<file path="src/source/booth_mult_config.svh">
`ifndef BOOTH_MULT_CONFIG_SVH
`define BOOTH_MULT_CONFIG_SVH

// Operand width in bits, product is twice this
`define BOOTH_WIDTH 8

// Step counter has to hold the value BOOTH_WIDTH itself
`define BOOTH_COUNT_W ($clog2(`BOOTH_WIDTH + 1))

`endif
</file>
<file path="src/source/booth_mult_pkg.sv">
`default_nettype none

`include "booth_mult_config.svh"

package booth_mult_pkg;

    typedef logic signed [`BOOTH_WIDTH-1:0]   operand_t;    // Two's-complement operand
    typedef logic signed [2*`BOOTH_WIDTH-1:0] product_t;    // Double-width product
    typedef logic [`BOOTH_COUNT_W-1:0]        step_count_t; // Remaining Booth steps

    // Recoded operation for one Booth step
    typedef enum logic [1:0] {
        ALU_NOP = 2'b00,
        ALU_SUB = 2'b01,
        ALU_ADD = 2'b10
    } alu_op_t;

    typedef enum logic [1:0] {
        IDLE = 2'b00, // Waiting for operands
        RUN  = 2'b01, // Booth steps in progress
        DONE = 2'b10  // Product ready for the result stage
    } ctrl_state_t;

endpackage

`default_nettype wire

</file>
<file path="src/source/booth_mult_top.sv">
`timescale 1ns/100ps
`default_nettype none

module booth_mult_top
    import booth_mult_pkg::*;
(
    input  logic     clk,
    input  logic     rst_n,

    input  logic     src_valid,
    output logic     src_ready,
    input  operand_t multiplicand,
    input  operand_t multiplier,

    output logic     dest_valid,
    input  logic     dest_ready,
    output product_t product
);

    logic     load;
    logic     step_en;
    logic     result_load;
    logic     count_done;
    logic     result_free;
    logic     q0;
    logic     q_extra;
    alu_op_t  alu_op;
    product_t product_value;

    booth_controller i_controller (
        .clk         (clk),
        .rst_n       (rst_n),
        .src_valid   (src_valid),
        .src_ready   (src_ready),
        .count_done  (count_done),
        .result_free (result_free),
        .load        (load),
        .step_en     (step_en),
        .result_load (result_load)
    );

    booth_step_decode i_decode (
        .clk        (clk),
        .rst_n      (rst_n),
        .load       (load),
        .step_en    (step_en),
        .q0         (q0),
        .q_extra    (q_extra),
        .alu_op     (alu_op),
        .count_done (count_done)
    );

    booth_datapath i_datapath (
        .clk           (clk),
        .rst_n         (rst_n),
        .load          (load),
        .step_en       (step_en),
        .multiplicand  (multiplicand),
        .multiplier    (multiplier),
        .alu_op        (alu_op),
        .q0            (q0),
        .q_extra       (q_extra),
        .product_value (product_value)
    );

    booth_result i_result (
        .clk           (clk),
        .rst_n         (rst_n),
        .result_load   (result_load),
        .product_value (product_value),
        .result_free   (result_free),
        .dest_valid    (dest_valid),
        .dest_ready    (dest_ready),
        .product       (product)
    );

endmodule

`default_nettype wire

</file>
<file path="src/source/booth_result.sv">
`timescale 1ns/100ps
`default_nettype none

module booth_result
    import booth_mult_pkg::*;
(
    input  logic     clk,
    input  logic     rst_n,

    input  logic     result_load,   // Finished product from execute
    input  product_t product_value,
    output logic     result_free,   // Empty or draining this cycle

    output logic     dest_valid,
    input  logic     dest_ready,
    output product_t product
);

    // Holding register written only on handover
    always_ff @(posedge clk) begin
        if (result_load) begin
            product <= product_value;
        end
    end

    always_ff @(posedge clk or negedge rst_n) begin
        if (!rst_n) begin
            dest_valid <= 1'b0;
        end else if (result_load) begin
            dest_valid <= 1'b1;
        end else if (dest_ready) begin
            dest_valid <= 1'b0; // Transfer completed or nothing held
        end
    end

    assign result_free = !dest_valid || dest_ready;

    // Destination sees a stable product under back-pressure
    assert property (@(posedge clk) disable iff (!rst_n)
        (dest_valid && !dest_ready) |=> (dest_valid && $stable(product)))
        else $error("product changed while waiting for dest_ready");

endmodule

`default_nettype wire

</file>
<file path="src/source/booth_datapath.sv">
`timescale 1ns/100ps
`default_nettype none

`include "booth_mult_config.svh"

module booth_datapath
    import booth_mult_pkg::*;
(
    input  logic     clk,
    input  logic     rst_n,

    input  logic     load,
    input  logic     step_en,

    input  operand_t multiplicand,
    input  operand_t multiplier,
    input  alu_op_t  alu_op,

    output logic     q0,
    output logic     q_extra,
    output product_t product_value
);

    localparam int W = `BOOTH_WIDTH;

    // Accumulator carries one guard bit so that M = min can be subtracted
    logic signed [W:0]   acc;
    logic signed [W:0]   m_ext;
    logic signed [W:0]   sum;
    operand_t            m_reg;
    operand_t            q_reg;
    logic                extra_bit;
    logic signed [2*W+1:0] shifted;

    assign m_ext = {m_reg[W-1], m_reg}; // Sign extended multiplicand

    always_comb begin
        case (alu_op)
            ALU_ADD: sum = acc + m_ext;
            ALU_SUB: sum = acc - m_ext;
            default: sum = acc;
        endcase
    end

    // Arithmetic right shift of {A, Q, Q-1}
    assign shifted = $signed({sum, q_reg, extra_bit}) >>> 1;

    always_ff @(posedge clk) begin
        if (load) begin
            m_reg <= multiplicand;
        end
    end

    always_ff @(posedge clk or negedge rst_n) begin
        if (!rst_n) begin
            acc       <= '0;
            q_reg     <= '0;
            extra_bit <= 1'b0;
        end else if (load) begin
            acc       <= '0;
            q_reg     <= multiplier;
            extra_bit <= 1'b0;
        end else if (step_en) begin
            acc       <= shifted[2*W+1:W+1];
            q_reg     <= shifted[W:1];
            extra_bit <= shifted[0];
        end
    end

    assign q0      = q_reg[0];
    assign q_extra = extra_bit;

    // Guard bit dropped, the product fits in 2W bits
    assign product_value = {acc[W-1:0], q_reg};

endmodule

`default_nettype wire

</file>
<file path="src/source/booth_step_decode.sv">
`timescale 1ns/100ps
`default_nettype none

`include "booth_mult_config.svh"

module booth_step_decode
    import booth_mult_pkg::*;
(
    input  logic    clk,
    input  logic    rst_n,

    input  logic    load,       // New operand pair
    input  logic    step_en,    // Step taken this cycle

    input  logic    q0,         // Multiplier LSB
    input  logic    q_extra,    // Bit shifted out on the previous step

    output alu_op_t alu_op,
    output logic    count_done
);

    step_count_t step_count;

    always_ff @(posedge clk or negedge rst_n) begin
        if (!rst_n) begin
            step_count <= '0;
        end else if (load) begin
            step_count <= step_count_t'(`BOOTH_WIDTH);
        end else if (step_en) begin
            step_count <= step_count - 1'b1;
        end
    end

    // Counter reaches zero at the end of this step
    assign count_done = (step_count == step_count_t'(1));

    // Radix-2 recoding of the current bit pair
    always_comb begin
        case ({q0, q_extra})
            2'b10:   alu_op = ALU_SUB;  // Start of a run of ones
            2'b01:   alu_op = ALU_ADD;  // End of a run of ones
            default: alu_op = ALU_NOP;
        endcase
    end

    // Controller must stop stepping once the count is used up
    assert property (@(posedge clk) disable iff (!rst_n)
        step_en |-> (step_count != '0))
        else $error("step_en with exhausted step counter");

endmodule

`default_nettype wire

</file>
<file path="src/source/booth_controller.sv">
`timescale 1ns/100ps
`default_nettype none

`include "booth_mult_config.svh"

module booth_controller
    import booth_mult_pkg::*;
(
    input  logic clk,
    input  logic rst_n,

    input  logic src_valid,   // Operand pair offered
    output logic src_ready,   // Only high in IDLE

    input  logic count_done,  // Last Booth step in progress
    input  logic result_free, // Holding register can take a product

    output logic load,        // Capture operands, clear accumulator
    output logic step_en,     // One add/sub plus shift
    output logic result_load  // Move product into the holding register
);

    ctrl_state_t state;
    ctrl_state_t next_state;

    always_ff @(posedge clk or negedge rst_n) begin
        if (!rst_n) begin
            state <= IDLE;
        end else begin
            state <= next_state;
        end
    end

    always_comb begin
        next_state = state;
        case (state)
            IDLE: begin
                if (src_valid) begin
                    next_state = RUN; // Operands accepted this edge
                end
            end
            RUN: begin
                if (count_done) begin
                    next_state = DONE;
                end
            end
            DONE: begin
                // Stay here while the previous product is still waiting
                if (result_free) begin
                    next_state = IDLE;
                end
            end
            default: begin
                next_state = IDLE;
            end
        endcase
    end

    assign src_ready   = (state == IDLE);
    assign load        = src_ready && src_valid;         // Source transfer
    assign step_en     = (state == RUN);
    assign result_load = (state == DONE) && result_free;

    // A step never overlaps the operand capture
    assert property (@(posedge clk) disable iff (!rst_n)
        !(load && step_en))
        else $error("load and step_en high together");

    // Accepted pair gives exactly BOOTH_WIDTH steps, then DONE
    assert property (@(posedge clk) disable iff (!rst_n)
        load |=> step_en [*`BOOTH_WIDTH] ##1 (state == DONE && !step_en))
        else $error("step sequence length differs from BOOTH_WIDTH");

    // Handover only out of DONE and straight back to IDLE
    assert property (@(posedge clk) disable iff (!rst_n)
        result_load |-> (state == DONE) ##1 (state == IDLE))
        else $error("result_load outside DONE");

endmodule

`default_nettype wire

</file>
<file path="config.mk">
export PLATFORM = sky130hd
export DESIGN_NAME = booth_mult_top
export DESIGN_NICKNAME = d
export VERILOG_FILES = /design/src/source/booth_mult_pkg.sv /design/src/source/booth_mult_top.sv /design/src/source/booth_result.sv /design/src/source/booth_datapath.sv /design/src/source/booth_step_decode.sv /design/src/source/booth_controller.sv
export VERILOG_INCLUDE_DIRS = /design/src /design/src/source
export SDC_FILE = /design/constraint.sdc
export NUM_CORES = 1
export LEC_CHECK = 0
export ABC_CLOCK_PERIOD_IN_PS = 2800
export BUFFER_PORTS_ARGS = -buffer_cell sky130_fd_sc_hd__buf_2
export CORE_ASPECT_RATIO = 1.5
export CORE_MARGIN = 2
export CORE_UTILIZATION = 45
export CTS_BUF_LIST = sky130_fd_sc_hd__clkbuf_8
export CTS_CLUSTER_DIAMETER = 30
export DETAILED_ROUTE_END_ITERATION = 8
export GPL_TIMING_DRIVEN = 0
export PLACE_DENSITY = 0.79
export SLEW_MARGIN = 20
export SYNTH_ARGS = -nofsm -noshare
export SYNTH_HDL_FRONTEND = slang
export SYNTH_HIERARCHICAL = 1
export SYNTH_SLANG_ARGS = --single-unit
export TNS_END_PERCENT = 10
</file>
<file path="constraint.sdc">
create_clock -name clk -period 2.8 [get_ports clk]
set_clock_uncertainty 0.15 [all_clocks]
set_input_delay 0 -clock clk [delete_from_list [all_inputs] [get_ports clk]]
set_output_delay 0 -clock clk [all_outputs]
set_load 0.02 [all_outputs]
</file>
==> results of run 1 <==
placed cells by master, fill, tap and decap left out, types with 2 or more instances in the layout:
master | synthesis | layout
buf_4 | 1 | 7
clkbuf_1 | 6 | 5
a31oi_1 | 2 | 2
a211oi_1 | 4 | 2
nor2b_2 | 1 | 2
nand2b_1 | 6 | 6
xor2_1 | 2 | 2
nor2b_1 | 5 | 4
xnor2_1 | 7 | 6
dfrtp_1 | 24 | 24
nor2_1 | 27 | 25
nor3_1 | 6 | 5
ha_1 | 12 | 11
a21oi_1 | 10 | 9
edfxtp_1 | 24 | 24
o211ai_1 | 2 | 2
clkbuf_8 | 0 | 6
mux2i_1 | 12 | 12
nor3b_1 | 2 | 2
a311oi_2 | 1 | 2
a211oi_2 | 0 | 2
inv_1 | 12 | 12
buf_2 | 2 | 39
dlygate4sd3_1 | 0 | 19
o21ai_0 | 15 | 14
nand2_1 | 17 | 17
metrics by stage:
| stage | util | TNS, ps |
|---|---|---|
| final | 0.590 | -72.9 |
| after detailed placement | 0.514 | -363 |
| after floorplan | - | 0 |
| after global placement | 0.514 | -243 |
| after global routing | 0.590 | -326 |
| after CTS | 0.582 | -109 |
power breakdown:
part	internal [mW]	switching, mW
clock	0.292	0.228
combinational	1.03	1.18
sequential	0.989	0.203
routing by layer:
metal	vias to the layer above	track usage
li1	945	-
met1	930	0.189
met2	51	0.363
met3	10	0.0354
met4	0	0.0712
met5	-	0
area by class of cell:
| cell class | instances | area (sq um) |
|---|---|---|
| clock buffers | 6 | 82.6 |
| well taps | 70 | 87.6 |
| inverters | 12 | 45.0 |
| repair buffers | 62 | 420 |
| plain buffers | 9 | 40.0 |
| multi-input cells | 159 | 1180 |
| fillers | 473 | 2240 |
| flip-flops and latches | 48 | 1320 |
| clock inverters | 2 | 38.8 |
what timing repair did:
action	in CTS	in global routing
hold endpoints to repair	43	0
gates resized for setup	5	10
cloned	0	0
setup buffers	5	1
hold buffers	19	0
endpoints found under the setup margin	4	6
pin swaps	4	8
worst max-delay path: stages (launching register included):
cell      delay (ps)
dfrtp_1          410
nor2b_1          140
inv_1             90
ha_4             210
nor2_4            50
xnor2_2          130
ha_1             310
nor2b_4          140
o31a_1           330
o221ai_2         180
mux2i_1          280
mux2_1           340
logic make-up (layout without fill, tap and decap cells):
logic type                 Yosys count  after routing  share of synthesized area
and+or+nand+nor                     77             77                      0.163
DFF                                 48             48                      0.524
AOI/OAI and AO/OA                   46             46                      0.123
buffers and inverters               22             91                     0.0352
muxes                               14             14                     0.0566
adders and majority gates           13             13                     0.0675
xor gates and xnor gates             9              9                     0.0313
worst max path at each step:
| stage | slack (ps) | depth (start not counted) | endpoint | startpoint |
|---|---|---|---|---|
| after floorplan | 9 | 11 | i_datapath/acc[7]$_DFFE_PN0P_ | i_datapath/q_reg[0]$_DFFE_PN0P_ |
| after global placement | -220 | 10 | i_datapath/acc[7]$_DFFE_PN0P_ | i_datapath/q_reg[0]$_DFFE_PN0P_ |
| after detailed placement | -260 | 10 | i_datapath/acc[7]$_DFFE_PN0P_ | i_datapath/q_reg[0]$_DFFE_PN0P_ |
| after CTS | -70 | 11 | i_datapath/acc[7]$_DFFE_PN0P_ | i_datapath/q_extra$_DFFE_PN0P_ |
| after global routing | -160 | 11 | i_datapath/acc[7]$_DFFE_PN0P_ | i_datapath/q_extra$_DFFE_PN0P_ |
| final | -70 | 11 | i_datapath/acc[7]$_DFFE_PN0P_ | i_datapath/q_extra$_DFFE_PN0P_ |
==> impl_metrics.csv, run 1 <==
group,metric,value,unit
setup_path,r2r_slack,-70,ps
setup_path,cp-start-kind,"flop",
setup_path,critical_path_class,"flop to flop",
yosys,synthFlopType,"edfxtp_1",
setup_path,worst-r2r-cell-count,11,
sta,rsz0062_at_grt,"yes",
sta,worst_hold_slack,59.2,ps
grt,grt_pass1_vias,2008,
clock_tree,cts_tree,"built",
drt,dr.first_iter.drc_count,81,
grt,gr-usage-all-layers,0.185,
yosys,ys_types,51,
setup_path,path_max_fanout,7,
setup_path,r2r-end,"i_datapath/acc[7]$_DFFE_PN0P_",
clock_tree,path_clk_slew,90,ps
sta,slew_headroom,0.463,
drt,drc,0,
floorplanning,die_h,95.7,um
clock_tree,cts-root-buf,"clkbuf_8",
sta,setup_ws,-72.9,ps
place,port_buffers,37,
floorplanning,die_area,6230,sq um
yosys,synth_edf_count,24,
setup_path,reg2reg_from,"i_datapath/q_extra$_DFFE_PN0P_",
layout,antenna_cells,0,
setup_path,cp.arrival,2910,ps
status,status,"complete, but fails checks",
layout,stdcell_count,368,
layout,design_area,3210,sq um
drt,num_vias,1936,
sta,period_share,1.03,
drt,drt-met1-wl,1.93,mm
status,violations,"negative setup slack",
clock_tree,clk_path_buf_depth,2,
power_and_ir_drop,ir_drop,0.512,mV
sta,finalCriticalPeriod,2870,ps
sta,finalHoldViolCount,0,
clock_tree,insertion_delay,300,ps
layout,syn2layout_area_growth,27.5,%
grt,gr-total-overflow,0,
floorplanning,rows,33,
grt,grt_max_degree,25,
floorplanning,io_pins,38,
drt,ant_nets,0,
yosys,synthArstFlopShare,0.500,
run,drv_cap,0,
sta,worstMarginPinSlew,804,ps
yosys,synth_area_per_cell,11.0,sq um
drt,via_per_inst,5.26,
drt,met3WireLength,196,um
drt,wl_met2,3.00,mm
layout,largest_reg_flops,16,
power_and_ir_drop,total_power,3.92,mW
yosys,synth_seq_cells,48,
yosys,synth_largest_area_cell,"edfxtp_1",
sta,fmax,348,MHz
yosys,synthesis.area,2520,sq um
sta,maxSlewViolCount,0,
floorplanning,die_width,65.1,um
yosys,ys_top_cells_by_area,"edfxtp_1 (29%), dfrtp_1 (24%), ha_1 (6.0%)",
layout,top_register,"i_result/product",
place,place_congestion,0.889,
setup_path,cp-end-kind,"flop",
clock_tree,cts_htree_levels,2,
min_path,hold_class,"input port to async pin",
clock_tree,cts_buffers,5,
power_and_ir_drop,pwr_density_cell,1220,nW/um^2
place,placed_area,2800,sq um
yosys,yosysSeqAreaShare,0.524,
drt,drt_first_pass_iters,4,
yosys,syn_nets,262,
yosys,synth_commonest_cells,"nor2_1 (27), dfrtp_1 (24), edfxtp_1 (24), nand2_1 (17), o21ai_0 (15)",
grt,grt_pass1_wl,8.88,mm
floorplanning,initial_core_util,0.463,
place,dp_cells,336,
power_and_ir_drop,p_leak,1.38,nW
yosys,yosysMostFrequentCell,"nor2_1",
place,place_hpwl,3.46,mm
layout,finish.net_count,330,
grt,antenna_found_initial,0,
sta,finalSetupViolations,1,
clock_tree,clock-sinks,48,
drt,wl,5.24,mm
place,place_ws,-262,ps
layout,drive_gt1_frac,0.258,
yosys,ys_warn_count,6,
yosys,yosysTopAreaCellShare,0.286,
drt,top_layer_used,"met4",
floorplanning,core-area,5450,sq um
setup_path,required,2840,ps
drt,wire_per_inst,14.2,um
yosys,syn_inst,229,
Power figures use the tool's default switching activity.
==> run 2, diff against run 1 <==
--- a/config.mk
+++ b/config.mk
@@ -16,9 +16,9 @@
 export DETAILED_ROUTE_END_ITERATION = 8
 export GPL_TIMING_DRIVEN = 0
 export PLACE_DENSITY = 0.79
+export REMOVE_ABC_BUFFERS = 1
 export SLEW_MARGIN = 20
 export SYNTH_ARGS = -nofsm -noshare
 export SYNTH_HDL_FRONTEND = slang
-export SYNTH_HIERARCHICAL = 1
 export SYNTH_SLANG_ARGS = --single-unit
 export TNS_END_PERCENT = 10
==> run 2 against run 1 <==
The flow now finishes without violations. Design area is 6.5% lower. Count of clock-buffer cells in the layout fell by 1. Register-to-register slack improved by 210 ps. Critical path depth decreased by 1. Non-clock buffer count shrank 7. Cell count fell by 7.1%. Combinational power shrank 21%. Worst setup slack better by 210 ps. Sequential share of layout area grew 2.9 points. Global-route usage fell by 0.83 points.
==> impl_metrics.csv, run 2 <==
group,metric,value,unit
grt,grt_pass1_wl,7.96,mm
grt,gr-total-overflow,0,
setup_path,critical_path.slowest_cell,"or4_4",
yosys,synth_commonest_cells,"dfrtp_1 (24), edfxtp_1 (24), nand2_1 (22), nor2_1 (15)",
floorplanning,die_width,62.8,um
sta,finalCriticalPeriod,2660,ps
setup_path,r2r_slack,140,ps
drt,wl,4.92,mm
sta,period_share,0.951,
setup_path,required,2880,ps
setup_path,critical_path_class,"flop to flop",
layout,multi_input_area,1010,sq um
setup_path,slowest_delay,500,ps
yosys,synth_edf_count,24,
layout,regArea,1320,sq um
grt,antenna_found_initial,0,
setup_path,endpoint,"i_datapath.acc[7]$_DFFE_PN0P_",
drt,wire_per_inst,14.4,um
yosys,synthesis.area,2330,sq um
grt,use_met3,0.0368,
layout,antenna_cells,0,
layout,design_area,3000,sq um
setup_path,r2r-end,"i_datapath.acc[7]$_DFFE_PN0P_",
sta,worstMarginPinSlew,683,ps
layout,syn2layout_area_growth,28.9,%
setup_path,cp-end-kind,"flop",
min_path,hold_class,"input port to flop",
power_and_ir_drop,total_power,3.41,mW
floorplanning,initial_core_util,0.458,
setup_path,reg2reg_from,"i_datapath.m_reg[1]$_DFFE_PP_",
layout,largest_reg_flops,16,
floorplanning,io_pins,38,
yosys,synth_seq_cells,48,
min_path,min-delay-start,"src_valid",
drt,via_per_inst,5.25,
sta,maxSlewViolCount,0,
floorplanning,die_area,5780,sq um
floorplanning,die_h,92.1,um
setup_path,critPathLaunch,"i_datapath.m_reg[1]$_DFFE_PP_",
yosys,ys_types,33,
drt,num_vias,1795,
layout,finish.net_count,306,
clock_tree,path_clk_slew,90,ps
layout,final_common_cell,"buf_2",
setup_path,cp.arrival,2750,ps
status,status,"finished clean",
grt,busiest_layer,"met2",
power_and_ir_drop,ir_drop,0.534,mV
sta,finalHoldViolCount,0,
layout,drive_gt1_frac,0.255,
run,drv_cap,0,
drt,drc,0,
sta,fmax,375,MHz
setup_path,cp-start-kind,"flop",
yosys,yosysSeqAreaShare,0.567,
clock_tree,cts_buffers,5,
grt,gr-usage-all-layers,0.176,
grt,grt_pass1_vias,1732,
yosys,synthFlopType,"edfxtp_1",
sta,finalSetupViolations,0,
setup_path,worst-r2r-cell-count,10,
layout,layout_common_cells,"buf_2 (37), dfrtp_1 (24), edfxtp_1 (24), nand2_1 (22), dlygate4sd3_1 (18)",
sta,worst_hold_slack,44.5,ps
yosys,yosysTopAreaCellShare,0.309,
yosys,synth_largest_area_cell,"edfxtp_1",
yosys,synth_area_per_cell,11.1,sq um
clock_tree,cts_tree,"built",
clock_tree,cts-root-buf,"clkbuf_8",
layout,top_register,"i_result.product",
grt,grt_max_degree,25,
place,port_buffers,37,
layout,num-fill-cells,429,
drt,drt_first_pass_iters,4,
power_and_ir_drop,pwr_density_cell,1140,nW/um^2
place,placed_area,2580,sq um
floorplanning,rows,32,
clock_tree,insertion_delay,300,ps
clock_tree,clk_path_buf_depth,2,
yosys,synthArstFlopShare,0.500,
grt,grtUsageMet2,0.322,
yosys,syn_inst,210,
drt,dr.first_iter.drc_count,44,
grt,met1_usage,0.205,
setup_path,path_max_fanout,5,
floorplanning,core-area,5080,sq um
power_and_ir_drop,p_leak,1.28,nW
yosys,ys_top_cells_by_area,"edfxtp_1 (31%), dfrtp_1 (26%), ha_1 (6.4%)",
sta,slew_headroom,0.542,
yosys,ys_warn_count,0,
drt,ant_nets,0,
place,place_hpwl,3.17,mm
place,place_congestion,0.870,
clock_tree,clock-sinks,48,
clock_tree,cts_htree_levels,2,
setup_path,worstPathCellList,"inv_2 > ha_2 > nor3b_4 > nor2_2 > xnor2_1 > ha_2 > or4_4 > o22ai_4 > mux2i_1 > mux2i_1",
run 2: cell count changes in the layout (fill, tap and decap cells not counted), sizes merged, moves of 4 or more:
cell	before	now
o21a	1	6
nor2	27	15
nand2b	8	4
a22oi	0	7
clkbuf	11	5
mux2i	12	2
nand3	1	7
nand2	17	22
run 2: cell families (layout without fill, tap and decap cells):
| logic type | after synthesis | count (layout) | share of synthesized area |
|---|---|---|---|
| compound gates | 49 | 49 | 0.140 |
| xor+xnor | 9 | 9 | 0.0338 |
| simple gates | 70 | 70 | 0.143 |
| buf+inv | 18 | 82 | 0.0290 |
| fa+ha+maj | 13 | 13 | 0.0730 |
| flops | 48 | 48 | 0.567 |
| mux | 3 | 3 | 0.0134 |
run 2: routing by layer:
layer / routed length, um / vias up
met5: 0 / -
met4: 26 / 0
met3: 200 / 2
met2: 2840 / 46
met1: 1850 / 868
li1: - / 879
run 2: what timing repair did:
action	in CTS	in global routing
setup buffers	0	8
endpoints found under the hold margin	42	0
endpoints found under the setup margin	1	1
gates cloned	0	0
resized for setup	2	13
hold buffers	18	0
pin swaps	0	4
run 2: worst max-delay path, delay by kind of cell, from the launching register on:
family | cells | cell delay [ps]
buf+inv | 1 | 80
simple gates | 3 | 800
compound gates | 1 | 140
mux | 2 | 430
xor+xnor | 1 | 140
fa+ha+maj | 2 | 400
flops | 1 | 460
run 2: cell type report:
cell class,count,share of cell area
multi-input cells,144,0.336
well taps,68,0.0283
inverters,10,0.0125
clock buffers,5,0.0229
repair buffers,64,0.145
clock inverters,3,0.0154
flip-flops and latches,48,0.440
run 2: per-stage QoR:
step                std cells   util  TNS, ps  worst slack, ps
floorplan                 202      -        0              257
global placement          307  0.505        0             30.1
detailed placement        308  0.508    -64.7            -64.7
CTS                       334  0.568        0             67.5
global route              342  0.591    -10.1            -10.1
finish                    342  0.591        0              136
run 2: power by group:
part / switching, mW / internal, mW
Combinational: 0.936 / 0.805
Sequential: 0.182 / 0.984
Clock: 0.238 / 0.269
run 2: how the worst min path moves through the flow:
stage	end	slack [ps]	cells past startpoint
after CTS	i_decode.step_count[3]$_DFFE_PN0P_	40	3
after global routing	i_decode.step_count[3]$_DFFE_PN0P_	80	3
after detailed placement	i_datapath.acc[6]$_DFFE_PN0P_	-130	1
final	i_decode.step_count[3]$_DFFE_PN0P_	40	3
after floorplan	i_controller.state[0]$_DFFE_PN0P_	-450	0
after global placement	i_datapath.acc[6]$_DFFE_PN0P_	-130	1
